===== src/design/isa_pkg.sv =====
package isa_pkg;

  // major opcode, instr[6:2], low two bits always 2'b11
  typedef enum logic [4:0] {
    op_load   = 5'b00000,
    op_fence  = 5'b00011,
    op_ai     = 5'b00100,
    op_auipc  = 5'b00101,
    op_store  = 5'b01000,
    op_a      = 5'b01100,
    op_lui    = 5'b01101,
    op_branch = 5'b11000,
    op_jalr   = 5'b11001,
    op_jal    = 5'b11011,
    op_sys    = 5'b11100
  } opcode_e;

  typedef logic [2:0] funct3_t;

  // branch conditions
  parameter funct3_t f3_beq  = 3'b000;
  parameter funct3_t f3_bne  = 3'b001;
  parameter funct3_t f3_blt  = 3'b100;
  parameter funct3_t f3_bge  = 3'b101;
  parameter funct3_t f3_bltu = 3'b110;
  parameter funct3_t f3_bgeu = 3'b111;

  // load and store sizes
  parameter funct3_t f3_byte   = 3'b000;
  parameter funct3_t f3_half   = 3'b001;
  parameter funct3_t f3_word   = 3'b010;
  parameter funct3_t f3_byte_u = 3'b100;
  parameter funct3_t f3_half_u = 3'b101;

  // core sequencer states
  typedef enum logic [1:0] {st_fetch, st_exec, st_mem, st_wb} ctrl_state_e;

  // register writeback source
  typedef enum logic [1:0] {wb_alu, wb_imm, wb_load, wb_link} wb_sel_e;

endpackage


===== src/design/cpu_pkg.sv =====
package cpu_pkg;

  // register and address width
  parameter int XLEN = 32;

  // memory bus data width, one halfword per access
  parameter int HLEN = 16;

  // register values and byte addresses
  typedef logic [XLEN-1:0] word_t;

  // bus data, one halfword
  typedef logic [HLEN-1:0] half_t;

  // byte lane select, bit 0 is the low byte
  typedef logic [HLEN/8-1:0] sel_t;

  // register index, x0..x31
  typedef logic [4:0] reg_addr_t;

  // full instruction word
  typedef logic [31:0] instr_t;

endpackage

===== src/design/core_ifs.sv =====
`timescale 1ns/100ps

// wishbone classic, one halfword per access
interface mem_bus_if;
  import cpu_pkg::*;

  logic  cyc;
  logic  stb;
  logic  we;
  word_t adr;
  half_t dat_w;
  half_t dat_r;
  sel_t  sel;
  logic  ack;

  modport master (output cyc, stb, we, adr, dat_w, sel, input dat_r, ack);
  modport slave  (input cyc, stb, we, adr, dat_w, sel, output dat_r, ack);
endinterface

// instruction fetch request, one cycle req and done pulses
interface fetch_if;
  import cpu_pkg::*;

  logic   req;
  word_t  pc;
  instr_t instr;
  logic   done;

  modport requester (output req, pc, input instr, done);
  modport responder (input req, pc, output instr, done);
endinterface

// load/store request, same pulse rule as fetch
interface lsu_if;
  import cpu_pkg::*;
  import isa_pkg::*;

  logic    req;
  logic    we;
  funct3_t funct3;
  word_t   addr;
  word_t   wdata;
  word_t   rdata;
  logic    done;

  modport requester (output req, we, funct3, addr, wdata, input rdata, done);
  modport responder (input req, we, funct3, addr, wdata, output rdata, done);
endinterface


===== src/design/core_top.sv =====
`timescale 1ns/100ps

module core_top #(
  parameter cpu_pkg::word_t RESET_PC = '0
) (
  input  logic           clk_i,
  input  logic           reset_i,
  output logic           wb_cyc_o,
  output logic           wb_stb_o,
  output logic           wb_we_o,
  output cpu_pkg::word_t wb_adr_o,
  output cpu_pkg::half_t wb_dat_o,
  output cpu_pkg::sel_t  wb_sel_o,
  input  cpu_pkg::half_t wb_dat_i,
  input  logic           wb_ack_i
);
  import cpu_pkg::*;
  import isa_pkg::*;

  // fetch, lsu and shared downstream bus
  mem_bus_if fetch_bus ();
  mem_bus_if lsu_bus ();
  mem_bus_if mem_bus ();
  fetch_if   fetch_ch ();
  lsu_if     lsu_ch ();

  // control to exec unit
  reg_addr_t rs1_addr;
  reg_addr_t rs2_addr;
  reg_addr_t rd_addr;
  funct3_t   funct3;
  logic [6:0] funct7;
  word_t     imm;
  logic      alu_imm;
  logic      rf_we;
  wb_sel_e   wb_sel;
  word_t     link;
  word_t     rs1;
  word_t     rs2;
  word_t     alu;
  logic      eq;
  logic      lt;
  logic      ltu;

  core_control #(.RESET_PC(RESET_PC)) u_control (
    .clk_i, .reset_i, .fetch(fetch_ch), .lsu(lsu_ch),
    .rs1_addr_o(rs1_addr), .rs2_addr_o(rs2_addr), .rd_addr_o(rd_addr),
    .funct3_o(funct3), .funct7_o(funct7), .imm_o(imm), .alu_imm_o(alu_imm),
    .rf_we_o(rf_we), .wb_sel_o(wb_sel), .link_o(link),
    .eq_i(eq), .lt_i(lt), .ltu_i(ltu), .rs1_i(rs1), .rs2_i(rs2), .alu_i(alu)
  );

  exec_unit u_exec (
    .clk_i, .rs1_addr_i(rs1_addr), .rs2_addr_i(rs2_addr), .rd_addr_i(rd_addr),
    .funct3_i(funct3), .funct7_i(funct7), .imm_i(imm), .alu_imm_i(alu_imm),
    .rf_we_i(rf_we), .wb_sel_i(wb_sel), .link_i(link), .load_i(lsu_ch.rdata),
    .rs1_o(rs1), .rs2_o(rs2), .alu_o(alu), .eq_o(eq), .lt_o(lt), .ltu_o(ltu)
  );

  fetch_unit u_fetch (.clk_i, .reset_i, .ctl(fetch_ch), .bus(fetch_bus));

  lsu u_lsu (.clk_i, .reset_i, .ctl(lsu_ch), .bus(lsu_bus));

  bus_arbiter u_arbiter (
    .clk_i, .reset_i, .fetch_bus(fetch_bus), .lsu_bus(lsu_bus), .mem(mem_bus)
  );

  // downstream bus out to the plain ports
  assign wb_cyc_o      = mem_bus.cyc;
  assign wb_stb_o      = mem_bus.stb;
  assign wb_we_o       = mem_bus.we;
  assign wb_adr_o      = mem_bus.adr;
  assign wb_dat_o      = mem_bus.dat_w;
  assign wb_sel_o      = mem_bus.sel;
  assign mem_bus.dat_r = wb_dat_i;
  assign mem_bus.ack   = wb_ack_i;
endmodule


===== src/design/core_control.sv =====
`timescale 1ns/100ps

module core_control #(
  parameter cpu_pkg::word_t RESET_PC = '0
) (
  input  logic               clk_i,
  input  logic               reset_i,
  fetch_if.requester         fetch,
  lsu_if.requester           lsu,
  output cpu_pkg::reg_addr_t rs1_addr_o,
  output cpu_pkg::reg_addr_t rs2_addr_o,
  output cpu_pkg::reg_addr_t rd_addr_o,
  output isa_pkg::funct3_t   funct3_o,
  output logic [6:0]         funct7_o,
  output cpu_pkg::word_t     imm_o,
  output logic               alu_imm_o,
  output logic               rf_we_o,
  output isa_pkg::wb_sel_e   wb_sel_o,
  output cpu_pkg::word_t     link_o,
  input  logic               eq_i,
  input  logic               lt_i,
  input  logic               ltu_i,
  input  cpu_pkg::word_t     rs1_i,
  input  cpu_pkg::word_t     rs2_i,
  input  cpu_pkg::word_t     alu_i
);
  import cpu_pkg::*;
  import isa_pkg::*;

  ctrl_state_e state_q;
  word_t       pc_q;
  logic        fetch_req_q;
  logic        lsu_req_q;
  instr_t      ins;
  opcode_e     opcode;
  word_t       imm_raw;
  word_t       next_pc;
  logic        writes_rd;
  logic        taken;
  logic        is_load;
  logic        is_mem;

  // fetch_unit holds the instruction until the next req
  assign ins    = fetch.instr;
  assign opcode = opcode_e'(ins[6:2]);

  assign rs1_addr_o = ins[19:15];
  assign rs2_addr_o = ins[24:20];
  assign rd_addr_o  = ins[11:7];
  assign funct3_o   = ins[14:12];
  assign funct7_o   = ins[31:25];

  assign is_load = (opcode == op_load);
  assign is_mem  = is_load || (opcode == op_store);

  // immediate per format, writeback source
  always_comb begin
    imm_raw   = '0;
    wb_sel_o  = wb_alu;
    writes_rd = 1'b0;
    case (opcode)
      op_load: begin
        imm_raw  = {{20{ins[31]}}, ins[31:20]};
        wb_sel_o = wb_load;
      end
      op_store: imm_raw = {{20{ins[31]}}, ins[31:25], ins[11:7]};
      op_ai: begin
        imm_raw   = {{20{ins[31]}}, ins[31:20]};
        writes_rd = 1'b1;
      end
      op_a: writes_rd = 1'b1;
      op_lui, op_auipc: begin
        imm_raw   = {ins[31:12], 12'h000};
        wb_sel_o  = wb_imm;
        writes_rd = 1'b1;
      end
      op_branch: imm_raw = {{19{ins[31]}}, ins[31], ins[7], ins[30:25], ins[11:8], 1'b0};
      op_jal: begin
        imm_raw   = {{11{ins[31]}}, ins[31], ins[19:12], ins[20], ins[30:21], 1'b0};
        wb_sel_o  = wb_link;
        writes_rd = 1'b1;
      end
      op_jalr: begin
        imm_raw   = {{20{ins[31]}}, ins[31:20]};
        wb_sel_o  = wb_link;
        writes_rd = 1'b1;
      end
      // fence, system and unknown opcodes fall through as nops
      default: writes_rd = 1'b0;
    endcase
  end

  // auipc adds the pc of this instruction before writeback
  assign imm_o     = (opcode == op_auipc) ? pc_q + imm_raw : imm_raw;
  // jalr target comes from the alu add of rs1 and imm
  assign alu_imm_o = (opcode == op_ai) || (opcode == op_jalr);
  assign link_o    = pc_q + 32'd4;

  always_comb begin
    case (funct3_o)
      f3_beq:  taken = eq_i;
      f3_bne:  taken = !eq_i;
      f3_blt:  taken = lt_i;
      f3_bge:  taken = !lt_i;
      f3_bltu: taken = ltu_i;
      f3_bgeu: taken = !ltu_i;
      default: taken = 1'b0;
    endcase
  end

  always_comb begin
    if (opcode == op_jal || (opcode == op_branch && taken))
      next_pc = pc_q + imm_raw;
    else if (opcode == op_jalr)
      next_pc = {alu_i[31:1], 1'b0};
    else
      next_pc = pc_q + 32'd4;
  end

  // non-memory results in exec, load result in wb
  assign rf_we_o = (state_q == st_exec && writes_rd) || (state_q == st_wb);

  always_ff @(posedge clk_i) begin
    if (reset_i) begin
      state_q     <= st_fetch;
      pc_q        <= RESET_PC;
      // first fetch goes out right after reset
      fetch_req_q <= 1'b1;
      lsu_req_q   <= 1'b0;
    end else begin
      fetch_req_q <= 1'b0;
      lsu_req_q   <= 1'b0;
      case (state_q)
        st_fetch: begin
          if (fetch.done)
            state_q <= st_exec;
        end
        st_exec: begin
          pc_q <= next_pc;
          if (is_mem) begin
            state_q   <= st_mem;
            lsu_req_q <= 1'b1;
          end else begin
            state_q     <= st_fetch;
            fetch_req_q <= 1'b1;
          end
        end
        st_mem: begin
          if (lsu.done && is_load) begin
            state_q <= st_wb;
          end else if (lsu.done) begin
            state_q     <= st_fetch;
            fetch_req_q <= 1'b1;
          end
        end
        default: begin
          state_q     <= st_fetch;
          fetch_req_q <= 1'b1;
        end
      endcase
    end
  end

  assign fetch.req = fetch_req_q;
  assign fetch.pc  = pc_q;

  // address adder shared by loads and stores
  assign lsu.req    = lsu_req_q;
  assign lsu.we     = (opcode == op_store);
  assign lsu.funct3 = funct3_o;
  assign lsu.addr   = rs1_i + imm_raw;
  assign lsu.wdata  = rs2_i;
endmodule


===== src/design/exec_unit.sv =====
`timescale 1ns/100ps

module exec_unit (
  input  logic               clk_i,
  input  cpu_pkg::reg_addr_t rs1_addr_i,
  input  cpu_pkg::reg_addr_t rs2_addr_i,
  input  cpu_pkg::reg_addr_t rd_addr_i,
  input  isa_pkg::funct3_t   funct3_i,
  input  logic [6:0]         funct7_i,
  input  cpu_pkg::word_t     imm_i,
  input  logic               alu_imm_i,
  input  logic               rf_we_i,
  input  isa_pkg::wb_sel_e   wb_sel_i,
  input  cpu_pkg::word_t     link_i,
  input  cpu_pkg::word_t     load_i,
  output cpu_pkg::word_t     rs1_o,
  output cpu_pkg::word_t     rs2_o,
  output cpu_pkg::word_t     alu_o,
  output logic               eq_o,
  output logic               lt_o,
  output logic               ltu_o
);
  import cpu_pkg::*;
  import isa_pkg::*;

  // x1..x31, x0 is never stored
  word_t rf [1:31];
  word_t op2;
  word_t wb_data;
  logic  sub;

  assign rs1_o = (rs1_addr_i == '0) ? '0 : rf[rs1_addr_i];
  assign rs2_o = (rs2_addr_i == '0) ? '0 : rf[rs2_addr_i];

  assign op2 = alu_imm_i ? imm_i : rs2_o;
  // funct7[5] is sub only for register ops, for srai it comes with the imm
  assign sub = funct7_i[5] && !alu_imm_i;

  always_comb begin
    case (funct3_i)
      3'b000:  alu_o = sub ? rs1_o - op2 : rs1_o + op2;
      3'b001:  alu_o = rs1_o << op2[4:0];
      3'b010:  alu_o = {{(XLEN-1){1'b0}}, $signed(rs1_o) < $signed(op2)};
      3'b011:  alu_o = {{(XLEN-1){1'b0}}, rs1_o < op2};
      3'b100:  alu_o = rs1_o ^ op2;
      3'b101:  alu_o = funct7_i[5] ? word_t'($signed(rs1_o) >>> op2[4:0])
                                   : rs1_o >> op2[4:0];
      3'b110:  alu_o = rs1_o | op2;
      default: alu_o = rs1_o & op2;
    endcase
  end

  // branch flags always compare the two registers
  assign eq_o  = (rs1_o == rs2_o);
  assign lt_o  = ($signed(rs1_o) < $signed(rs2_o));
  assign ltu_o = (rs1_o < rs2_o);

  always_comb begin
    case (wb_sel_i)
      wb_imm:  wb_data = imm_i;
      wb_load: wb_data = load_i;
      wb_link: wb_data = link_i;
      default: wb_data = alu_o;
    endcase
  end

  always_ff @(posedge clk_i) begin
    if (rf_we_i && rd_addr_i != '0)
      rf[rd_addr_i] <= wb_data;
  end
endmodule


===== src/design/bus_arbiter.sv =====
`timescale 1ns/100ps

module bus_arbiter (
  input logic       clk_i,
  input logic       reset_i,
  mem_bus_if.slave  fetch_bus,
  mem_bus_if.slave  lsu_bus,
  mem_bus_if.master mem
);

  // grant locked while an access is open
  logic lock_q;
  // owner of the locked grant, 1 means lsu
  logic owner_q;
  logic use_lsu;

  // lsu wins when the bus is free
  assign use_lsu = lock_q ? owner_q : lsu_bus.cyc;

  always_ff @(posedge clk_i) begin
    if (reset_i) begin
      lock_q  <= 1'b0;
      owner_q <= 1'b0;
    end else begin
      // release on ack, re-arbitrate for the next access
      lock_q  <= mem.cyc && !mem.ack;
      owner_q <= use_lsu;
    end
  end

  // master side passes through combinationally
  assign mem.cyc   = use_lsu ? lsu_bus.cyc   : fetch_bus.cyc;
  assign mem.stb   = use_lsu ? lsu_bus.stb   : fetch_bus.stb;
  assign mem.we    = use_lsu ? lsu_bus.we    : fetch_bus.we;
  assign mem.adr   = use_lsu ? lsu_bus.adr   : fetch_bus.adr;
  assign mem.dat_w = use_lsu ? lsu_bus.dat_w : fetch_bus.dat_w;
  assign mem.sel   = use_lsu ? lsu_bus.sel   : fetch_bus.sel;

  // read data shared, ack only to the owner
  assign fetch_bus.dat_r = mem.dat_r;
  assign lsu_bus.dat_r   = mem.dat_r;
  assign fetch_bus.ack   = !use_lsu && mem.ack;
  assign lsu_bus.ack     = use_lsu && mem.ack;
endmodule


===== src/design/lsu.sv =====
`timescale 1ns/100ps

module lsu (
  input logic       clk_i,
  input logic       reset_i,
  lsu_if.responder  ctl,
  mem_bus_if.master bus
);
  import cpu_pkg::*;
  import isa_pkg::*;

  logic    busy_q;
  logic    second_q;
  logic    done_q;
  logic    we_q;
  funct3_t funct3_q;
  word_t   addr_q;
  word_t   wdata_q;
  word_t   rdata_q;
  // first half of a word load
  half_t   lo_q;

  logic    is_word;
  logic    is_byte;
  logic    last;
  logic [7:0] rd_byte;
  word_t   load_ext;

  assign is_word = (funct3_q == f3_word);
  assign is_byte = (funct3_q == f3_byte) || (funct3_q == f3_byte_u);
  // words need two accesses, everything else one
  assign last    = !is_word || second_q;

  // byte lane from addr bit 0
  assign rd_byte = addr_q[0] ? bus.dat_r[15:8] : bus.dat_r[7:0];

  always_comb begin
    case (funct3_q)
      f3_byte:   load_ext = {{24{rd_byte[7]}}, rd_byte};
      f3_byte_u: load_ext = {24'h0, rd_byte};
      f3_half:   load_ext = {{16{bus.dat_r[15]}}, bus.dat_r};
      f3_half_u: load_ext = {16'h0, bus.dat_r};
      default:   load_ext = {bus.dat_r, lo_q};
    endcase
  end

  always_ff @(posedge clk_i) begin
    if (reset_i) begin
      busy_q   <= 1'b0;
      second_q <= 1'b0;
      done_q   <= 1'b0;
    end else begin
      done_q <= 1'b0;
      if (ctl.req) begin
        busy_q   <= 1'b1;
        second_q <= 1'b0;
      end else if (busy_q && bus.ack) begin
        second_q <= ~last;
        busy_q   <= ~last;
        done_q   <= last;
      end
    end
  end

  // request fields captured once, held for both halves
  always_ff @(posedge clk_i) begin
    if (ctl.req) begin
      we_q     <= ctl.we;
      funct3_q <= ctl.funct3;
      addr_q   <= ctl.addr;
      wdata_q  <= ctl.wdata;
    end
    if (busy_q && bus.ack && !last)
      lo_q <= bus.dat_r;
    if (busy_q && bus.ack && last)
      rdata_q <= load_ext;
  end

  assign bus.cyc = busy_q;
  assign bus.stb = busy_q;
  assign bus.we  = we_q;
  assign bus.adr = second_q ? addr_q + 32'd2 : addr_q;
  assign bus.sel = !is_byte ? 2'b11 : (addr_q[0] ? 2'b10 : 2'b01);

  always_comb begin
    if (is_byte)
      bus.dat_w = addr_q[0] ? {wdata_q[7:0], 8'h00} : {8'h00, wdata_q[7:0]};
    else if (second_q)
      bus.dat_w = wdata_q[31:16];
    else
      bus.dat_w = wdata_q[15:0];
  end

  assign ctl.rdata = rdata_q;
  assign ctl.done  = done_q;
endmodule


===== src/design/fetch_unit.sv =====
`timescale 1ns/100ps

module fetch_unit (
  input logic        clk_i,
  input logic        reset_i,
  fetch_if.responder ctl,
  mem_bus_if.master  bus
);
  import cpu_pkg::*;

  logic   busy_q;
  // second bus access, upper halfword at pc+2
  logic   upper_q;
  logic   done_q;
  instr_t instr_q;

  always_ff @(posedge clk_i) begin
    if (reset_i) begin
      busy_q  <= 1'b0;
      upper_q <= 1'b0;
      done_q  <= 1'b0;
    end else begin
      done_q <= 1'b0;
      if (ctl.req) begin
        busy_q  <= 1'b1;
        upper_q <= 1'b0;
      end else if (busy_q && bus.ack) begin
        // low half done, go straight on to the high half
        upper_q <= ~upper_q;
        busy_q  <= ~upper_q;
        done_q  <= upper_q;
      end
    end
  end

  // instruction halves, no reset needed
  always_ff @(posedge clk_i) begin
    if (busy_q && bus.ack && !upper_q)
      instr_q[15:0] <= bus.dat_r;
    if (busy_q && bus.ack && upper_q)
      instr_q[31:16] <= bus.dat_r;
  end

  // read-only master, pc held by control for the whole fetch
  assign bus.cyc   = busy_q;
  assign bus.stb   = busy_q;
  assign bus.we    = 1'b0;
  assign bus.adr   = upper_q ? ctl.pc + 32'd2 : ctl.pc;
  assign bus.dat_w = '0;
  assign bus.sel   = 2'b11;

  assign ctl.instr = instr_q;
  assign ctl.done  = done_q;
endmodule


===== config.mk =====
export PLATFORM = sky130hd
export DESIGN_NAME = core_top
export DESIGN_NICKNAME = d
export VERILOG_FILES = /design/src/design/isa_pkg.sv /design/src/design/cpu_pkg.sv /design/src/design/core_ifs.sv /design/src/design/core_top.sv /design/src/design/core_control.sv /design/src/design/exec_unit.sv /design/src/design/bus_arbiter.sv /design/src/design/lsu.sv /design/src/design/fetch_unit.sv
export SDC_FILE = /design/constraint.sdc
export NUM_CORES = 2
export LEC_CHECK = 0
export BUFFER_PORTS_ARGS = -buffer_cell sky130_fd_sc_hd__buf_2
export CORE_MARGIN = 2
export CORE_UTILIZATION = 46
export DETAILED_ROUTE_END_ITERATION = 8
export PLACE_DENSITY = 0.62
export SLEW_MARGIN = 10
export SYNTH_ARGS = -nofsm -noshare
export SYNTH_HDL_FRONTEND = slang
export SYNTH_HIERARCHICAL = 1
export SYNTH_SLANG_ARGS = --single-unit
export TNS_END_PERCENT = 100

===== constraint.sdc =====
create_clock -name clk_i -period 7.5 [get_ports clk_i]
set_clock_uncertainty 0.15 [all_clocks]
set_input_delay 0.75 -clock clk_i [delete_from_list [all_inputs] [get_ports clk_i]]
set_output_delay 0.75 -clock clk_i [all_outputs]
set_load 0.02 [all_outputs]

### Word-level counts from Yosys, hierarchy flattened

Memory sizes are Yosys's and may differ from the RTL's. A register that Yosys moved wholly into a read port is not among the register bits.
Index checks and enable logic that the tools add are counted.

* $add $sub $neg: 7
* magnitude comparators: 4
* equal/unequal tests: 28
* shift-type cells: 3
* muxes and demuxes: 46
* bitwise logic cells: 8
* reduce and logical (&&, ||, !) cells: 48

Operators by type and width (count)
* two-way mux 32 bit: 11
* one-hot mux 32 bit (7 select lines): 1
* one-hot mux 32 bit (5 select lines): 1
* < comparator 32 bit: 4
* one-hot mux 32 bit (4 select lines): 1
* adder 32 bit: 3
* one-hot mux 32 bit (3 select lines): 1
* adder 32 x 2 -> 32 bit, second input constant: 2
* two-way mux 16 bit: 4
* adder 32 x 3 -> 32 bit, second input constant: 1
* AND 32 bit: 1
* equality test 32 bit: 1
* OR 32 bit: 1
* << shifter 32 x 5 -> 32 bit: 1
* >> shifter 32 x 5 -> 32 bit: 1
* >>> shifter 32 x 5 -> 32 bit: 1
* subtractor 32 bit: 1
* bitwise XOR 32 bit: 1
* equality test 3 bit, second input constant: 6
* equality test 5 x 4 -> 1 bit, second input constant: 3
* equality test 5 bit, second input constant: 3
* zero test 5 bit: 3
* logical AND 1 bit: 14
* two-way mux 1 bit: 14
* other kinds (24): 64

* bits in registers: 192
* memory bits (writable): 992
* input port bits: 19
* output and inout port bits: 53
* logic and storage cells: 165
* memories: 1

Memory list
* u_exec.rf: words 31, width 32, read ports 2, clocked after Yosys merged registers in 1, wr ports 1, line exec_unit.sv:27 `word_t rf [1:31];`

### Longest topological paths before layout

* word-level depth: 11
* mapped depth: 36
* mapped depth without buffers: 36

### Modules after synthesis

The synthesis kept the hierarchy.

By module, submodules not included
* exec_unit: times used 1, cells an instance 4000, area each 56955.9 µm², seq. area each 29788.6 µm²
* core_control: times used 1, cells an instance 1001, area each 6845.3 µm², seq. area each 720.7 µm²
* lsu: times used 1, cells an instance 355, area each 4993.5 µm², seq. area each 3543.4 µm²
* fetch_unit: times used 1, cells an instance 162, area each 1906.8 µm², seq. area each 1021.0 µm²
* bus_arbiter: times used 1, cells an instance 100, area each 1027.2 µm², seq. area each 40.0 µm²

### Least setup slack after synthesis

Ideal clock, no wire load.

* path kind: reg-to-reg
* from: register u_fetch.instr_q[5], in the netlist u_fetch/ctl.instr[5]
* to: memory u_exec/rf[10][15] (netlist bit) (data pin)
* setup time: 459 ps
* arrival time: 6960 ps
* required time: 6891 ps
* setup slack: -69 ps
* cell stages (with the launch flop): 29
* clock period less this slack: 7569 ps
* cell sequence: edfxtp_1 > nor2b_1 > nand3_1 > a21oi_1 > or2_2 > a22o_1 > ha_1 > fa_1 > a21o_1 > a221oi_2 > o21ai_0 > a21o_1 > a21oi_1 > xnor2_1 > a21o_1 > nor2_1 > a21oi_1 > ha_1 > clkbuf_1 > nor3b_1 > nand2_1 > o2111ai_1 > nor2_1 > o21bai_1 > mux2i_1 > o31ai_1 > a21oi_1 > o311a_1 > o31ai_1

RTL lines
* start, declared: line fetch_unit.sv:15 `instr_t instr_q;`
* start signal, assigned: line fetch_unit.sv:39 `instr_q[15:0] <= bus.dat_r;`
* equality test 5 x 3 -> 1 bit or equality test 5 bit (tied branches): line core_control.sv:96 `assign alu_imm_o = (opcode == op_ai) || (opcode == op_jalr);`
* logical OR 1 bit *: line core_control.sv:96
* net alu_imm: line core_top.sv:34 `logic alu_imm;`
* two-way mux 32 bit or zero test 1 bit (tied branches): line exec_unit.sv:35, exec_unit.sv:37
* adder 32 bit (tied with other cells): line exec_unit.sv:41 `3'b000: alu_o = sub ? rs1_o - op2 : rs1_o + op2;`
* two-way mux 32 bit (on tied branches): line exec_unit.sv:41, exec_unit.sv:46
* one-hot mux 32 bit (7 select lines) *: line exec_unit.sv:40 `case (funct3_i)`
* one-hot mux 32 bit (3 select lines) *: line exec_unit.sv:59 `case (wb_sel_i)`
* net u_exec.wb_data[15]: line exec_unit.sv:29 `word_t wb_data;`
* end, declared: line exec_unit.sv:27

Mark *: on every way through the listed nets, which the timed path passes. The rest lies on a longest branch.

### Worst setup path after layout

* from: register u_fetch.instr_q[4], in the netlist u_fetch/ctl.instr[4]
* to: memory u_exec/rf[19][30] (netlist bit) (data pin)

RTL lines
* equality test 5 x 3 -> 1 bit or equality test 5 bit (tied branches): line core_control.sv:96
* logical OR 1 bit *: line core_control.sv:96
* net alu_imm: line core_top.sv:34
* two-way mux 32 bit or zero test 1 bit (tied branches): line exec_unit.sv:35, exec_unit.sv:37
* adder 32 bit (tied with other cells): line exec_unit.sv:41
* two-way mux 32 bit (on tied branches): line exec_unit.sv:41, exec_unit.sv:46
* one-hot mux 32 bit (7 select lines) *: line exec_unit.sv:40
* net alu[30]: line core_top.sv:40 `word_t alu;`
* one-hot mux 32 bit (3 select lines) *: line exec_unit.sv:59
* net u_exec.wb_data[30]: line exec_unit.sv:29

Marked as above.

==> results.ini <==
[status]
status = complete, but fails checks
violations = setup timing

[sta]
setup_tns_ps = -664.0
slew_violations = 0
hold_viol = 0
worst_slack_ps = -30.79
rsz0062_at_grt = true
max_freq_mhz = 132.8
setup_violations = 31
max_slew_margin = 0.2120
period_needed_ps = 7531
holdWs_ps = 46.61
finalCritPeriodShare = 1.004
tightest_slew_ps = 1180

[pwr]
power.density_mw_per_mm2 = 180.1
switchingPower_uw = 3602
switching_share = 0.2390
p_leak_uw = 0.03079
p_int_uw = 11470
seqPwrFrac = 0.485
combPwrFrac = 0.082
ir_worst_vdd_v = 0.0002228
p_clk_frac = 0.433

[yosys]
netlist_instances = 5610
synth_area_mm2 = 0.07162
avgSynthCellArea_um2 = 12.77
ys_warn_count = 6

[route]
dr.pass1.iters = 6
via_per_inst = 6.692
drc_errors = 0
antenna_left = 0
drt_iter0_markers = 7703
routed_wl_mm = 291.5
vias = 55133
wl_per_cell_um = 35.38

[grt]
antenna_found_initial = 20
grt_pass1_vias = 53403
grt_pass1_wl_mm = 404.2
grt_usage = 0.3630
grt_max_degree = 72
overflow = 0

[floorplan]
fp.dieW_um = 398.6
core_mm2 = 0.1544
die-area_mm2 = 0.1589
placementRows = 144
die_h_um = 398.6
pin_count = 72
start_util = 0.4639

[worst_setup_path]
critPathMaxFanout = 8
cpPeakStageDelay_ps = 530
crit_path_start_kind = flip-flop
cp-end-kind = flip-flop
path_common_cell = a21o_1
path_class = reg2reg
cpMaxStageDelayCell = mux4_2
cp.arrival_ps = 7920
cp_data_required_time_ps = 7890

[run]
drv_cap = 0

[clocking]
clk_pin_slew_ps = 60
cts_root_buffer = clkbuf_16
clk_latency_ps = 810
cts_max_level = 4
cts_tree = yes
numCtsBuffers = 134
cts_sinks = 1182
clockBufferDepth = 3

[cells_and_area]
area_growth_pct = 16.81
fin_cells = 8239
final_layout_size_suffix_gt1_frac = 0.2921
layout_commonest_cell = edfxtp_1
design_area_mm2 = 0.08367
layout_common_cells = 1,138 x edfxtp_1, 656 x buf_4, 445 x mux4_2, 349 x nand2_1, 333 x nor2_1
layout.nets = 6308

[place]
dp_hpwl_mm = 202.9
placedCellCount = 7961
placed_cell_area_mm2 = 0.07828
post-place-ws_ps = -583.6
portBuffers = 71
globalplace.congestion = 1.028

[hold_path]
hp-class = in2reg

power by group through the flow:
stage / Combinational [uW] / Sequential, uW / Clock [uW]
after CTS: 1180 / 7310 / 6590
after detailed placement: 1150 / 7450 / 0
after global placement: 1140 / 7450 / 0
after floorplan: 617 / 7450 / 0
after global routing: 1290 / 7310 / 6840
final: 1230 / 7320 / 6520
stage by stage:
stage | utilization | power (uW)
after floorplan | - | 8070
after global placement | 0.5068 | 8595
after detailed placement | 0.5070 | 8599
after CTS | 0.5380 | 15080
final | 0.5419 | 15070
after global routing | 0.5417 | 15440
layout make-up:
type                    instances  area (um2)
clock inverters                64       800.8
flip-flops and latches       1182       35060
repair buffers                807        6800
fillers                     12884       70740
diodes                          8       20.02
multi-input cells            3782       34240
well taps                    2044        2557
inverters                     180       678.2
clock buffers                 172        3516
critical path: cells and delay by family, from the launching register on:
family	cells	cell delay, ps
flip-flops	1	430
adder cells (fa/ha/maj)	3	760
multiplexers	1	530
XOR/XNOR	1	150
AND/OR/NAND/NOR	8	1420
buffers and inverters	5	740
AO/OA/AOI/OAI	16	3070
registers in the layout, summed over array words and instances (netlist names):
signal               cells
u_exec/rf              992
u_control/fetch.pc      32
u_lsu/addr_q            32
u_lsu/ctl.rdata         32
u_lsu/wdata_q           32
u_fetch/ctl.instr       30
u_lsu/lo_q              16
u_lsu/funct3_q           3
u_control/state_q        2
u_arbiter/lock_q         1
u_arbiter/owner_q        1
u_control/fetch.req      1
u_control/lsu.req        1
u_fetch/bus.cyc          1
u_fetch/ctl.done         1
u_fetch/upper_q          1
u_lsu/bus.cyc            1
u_lsu/bus.we             1
u_lsu/ctl.done           1
u_lsu/second_q           1
per-layer routing:
layer / vias up / wire length [um] / track usage
li1: 22903 / - / -
met4: 12 / 18830 / 0.1962
met1: 27972 / 110100 / 0.4783
met2: 3503 / 130600 / 0.5559
met5: - / 82 / 0
met3: 743 / 31870 / 0.08665
path summary, 6_finish.rpt:
check	start	end	slack [ps]	cells after the start
setup / recovery	u_fetch/ctl.instr[4]	u_exec/rf[19][30]	-30	34
hold / removal	wb_ack_i	u_arbiter/lock_q	50	2
setup reg to reg	u_fetch/ctl.instr[4]	u_exec/rf[19][30]	-30	34
hold reg to reg	u_control/fetch.req	u_fetch/ctl.done	340	1
what timing repair did:
action | 4_1_cts | 5_1_grt
setup endpoints to repair | 559 | 577
endpoints found under the hold margin | 0 | 0
hold buffers | 0 | 0
resized for setup | 59 | 95
cloned | 3 | 3
setup buffers | 16 | 13
pin swaps | 27 | 45
Note: power is estimated with default switching activity, not from simulation.
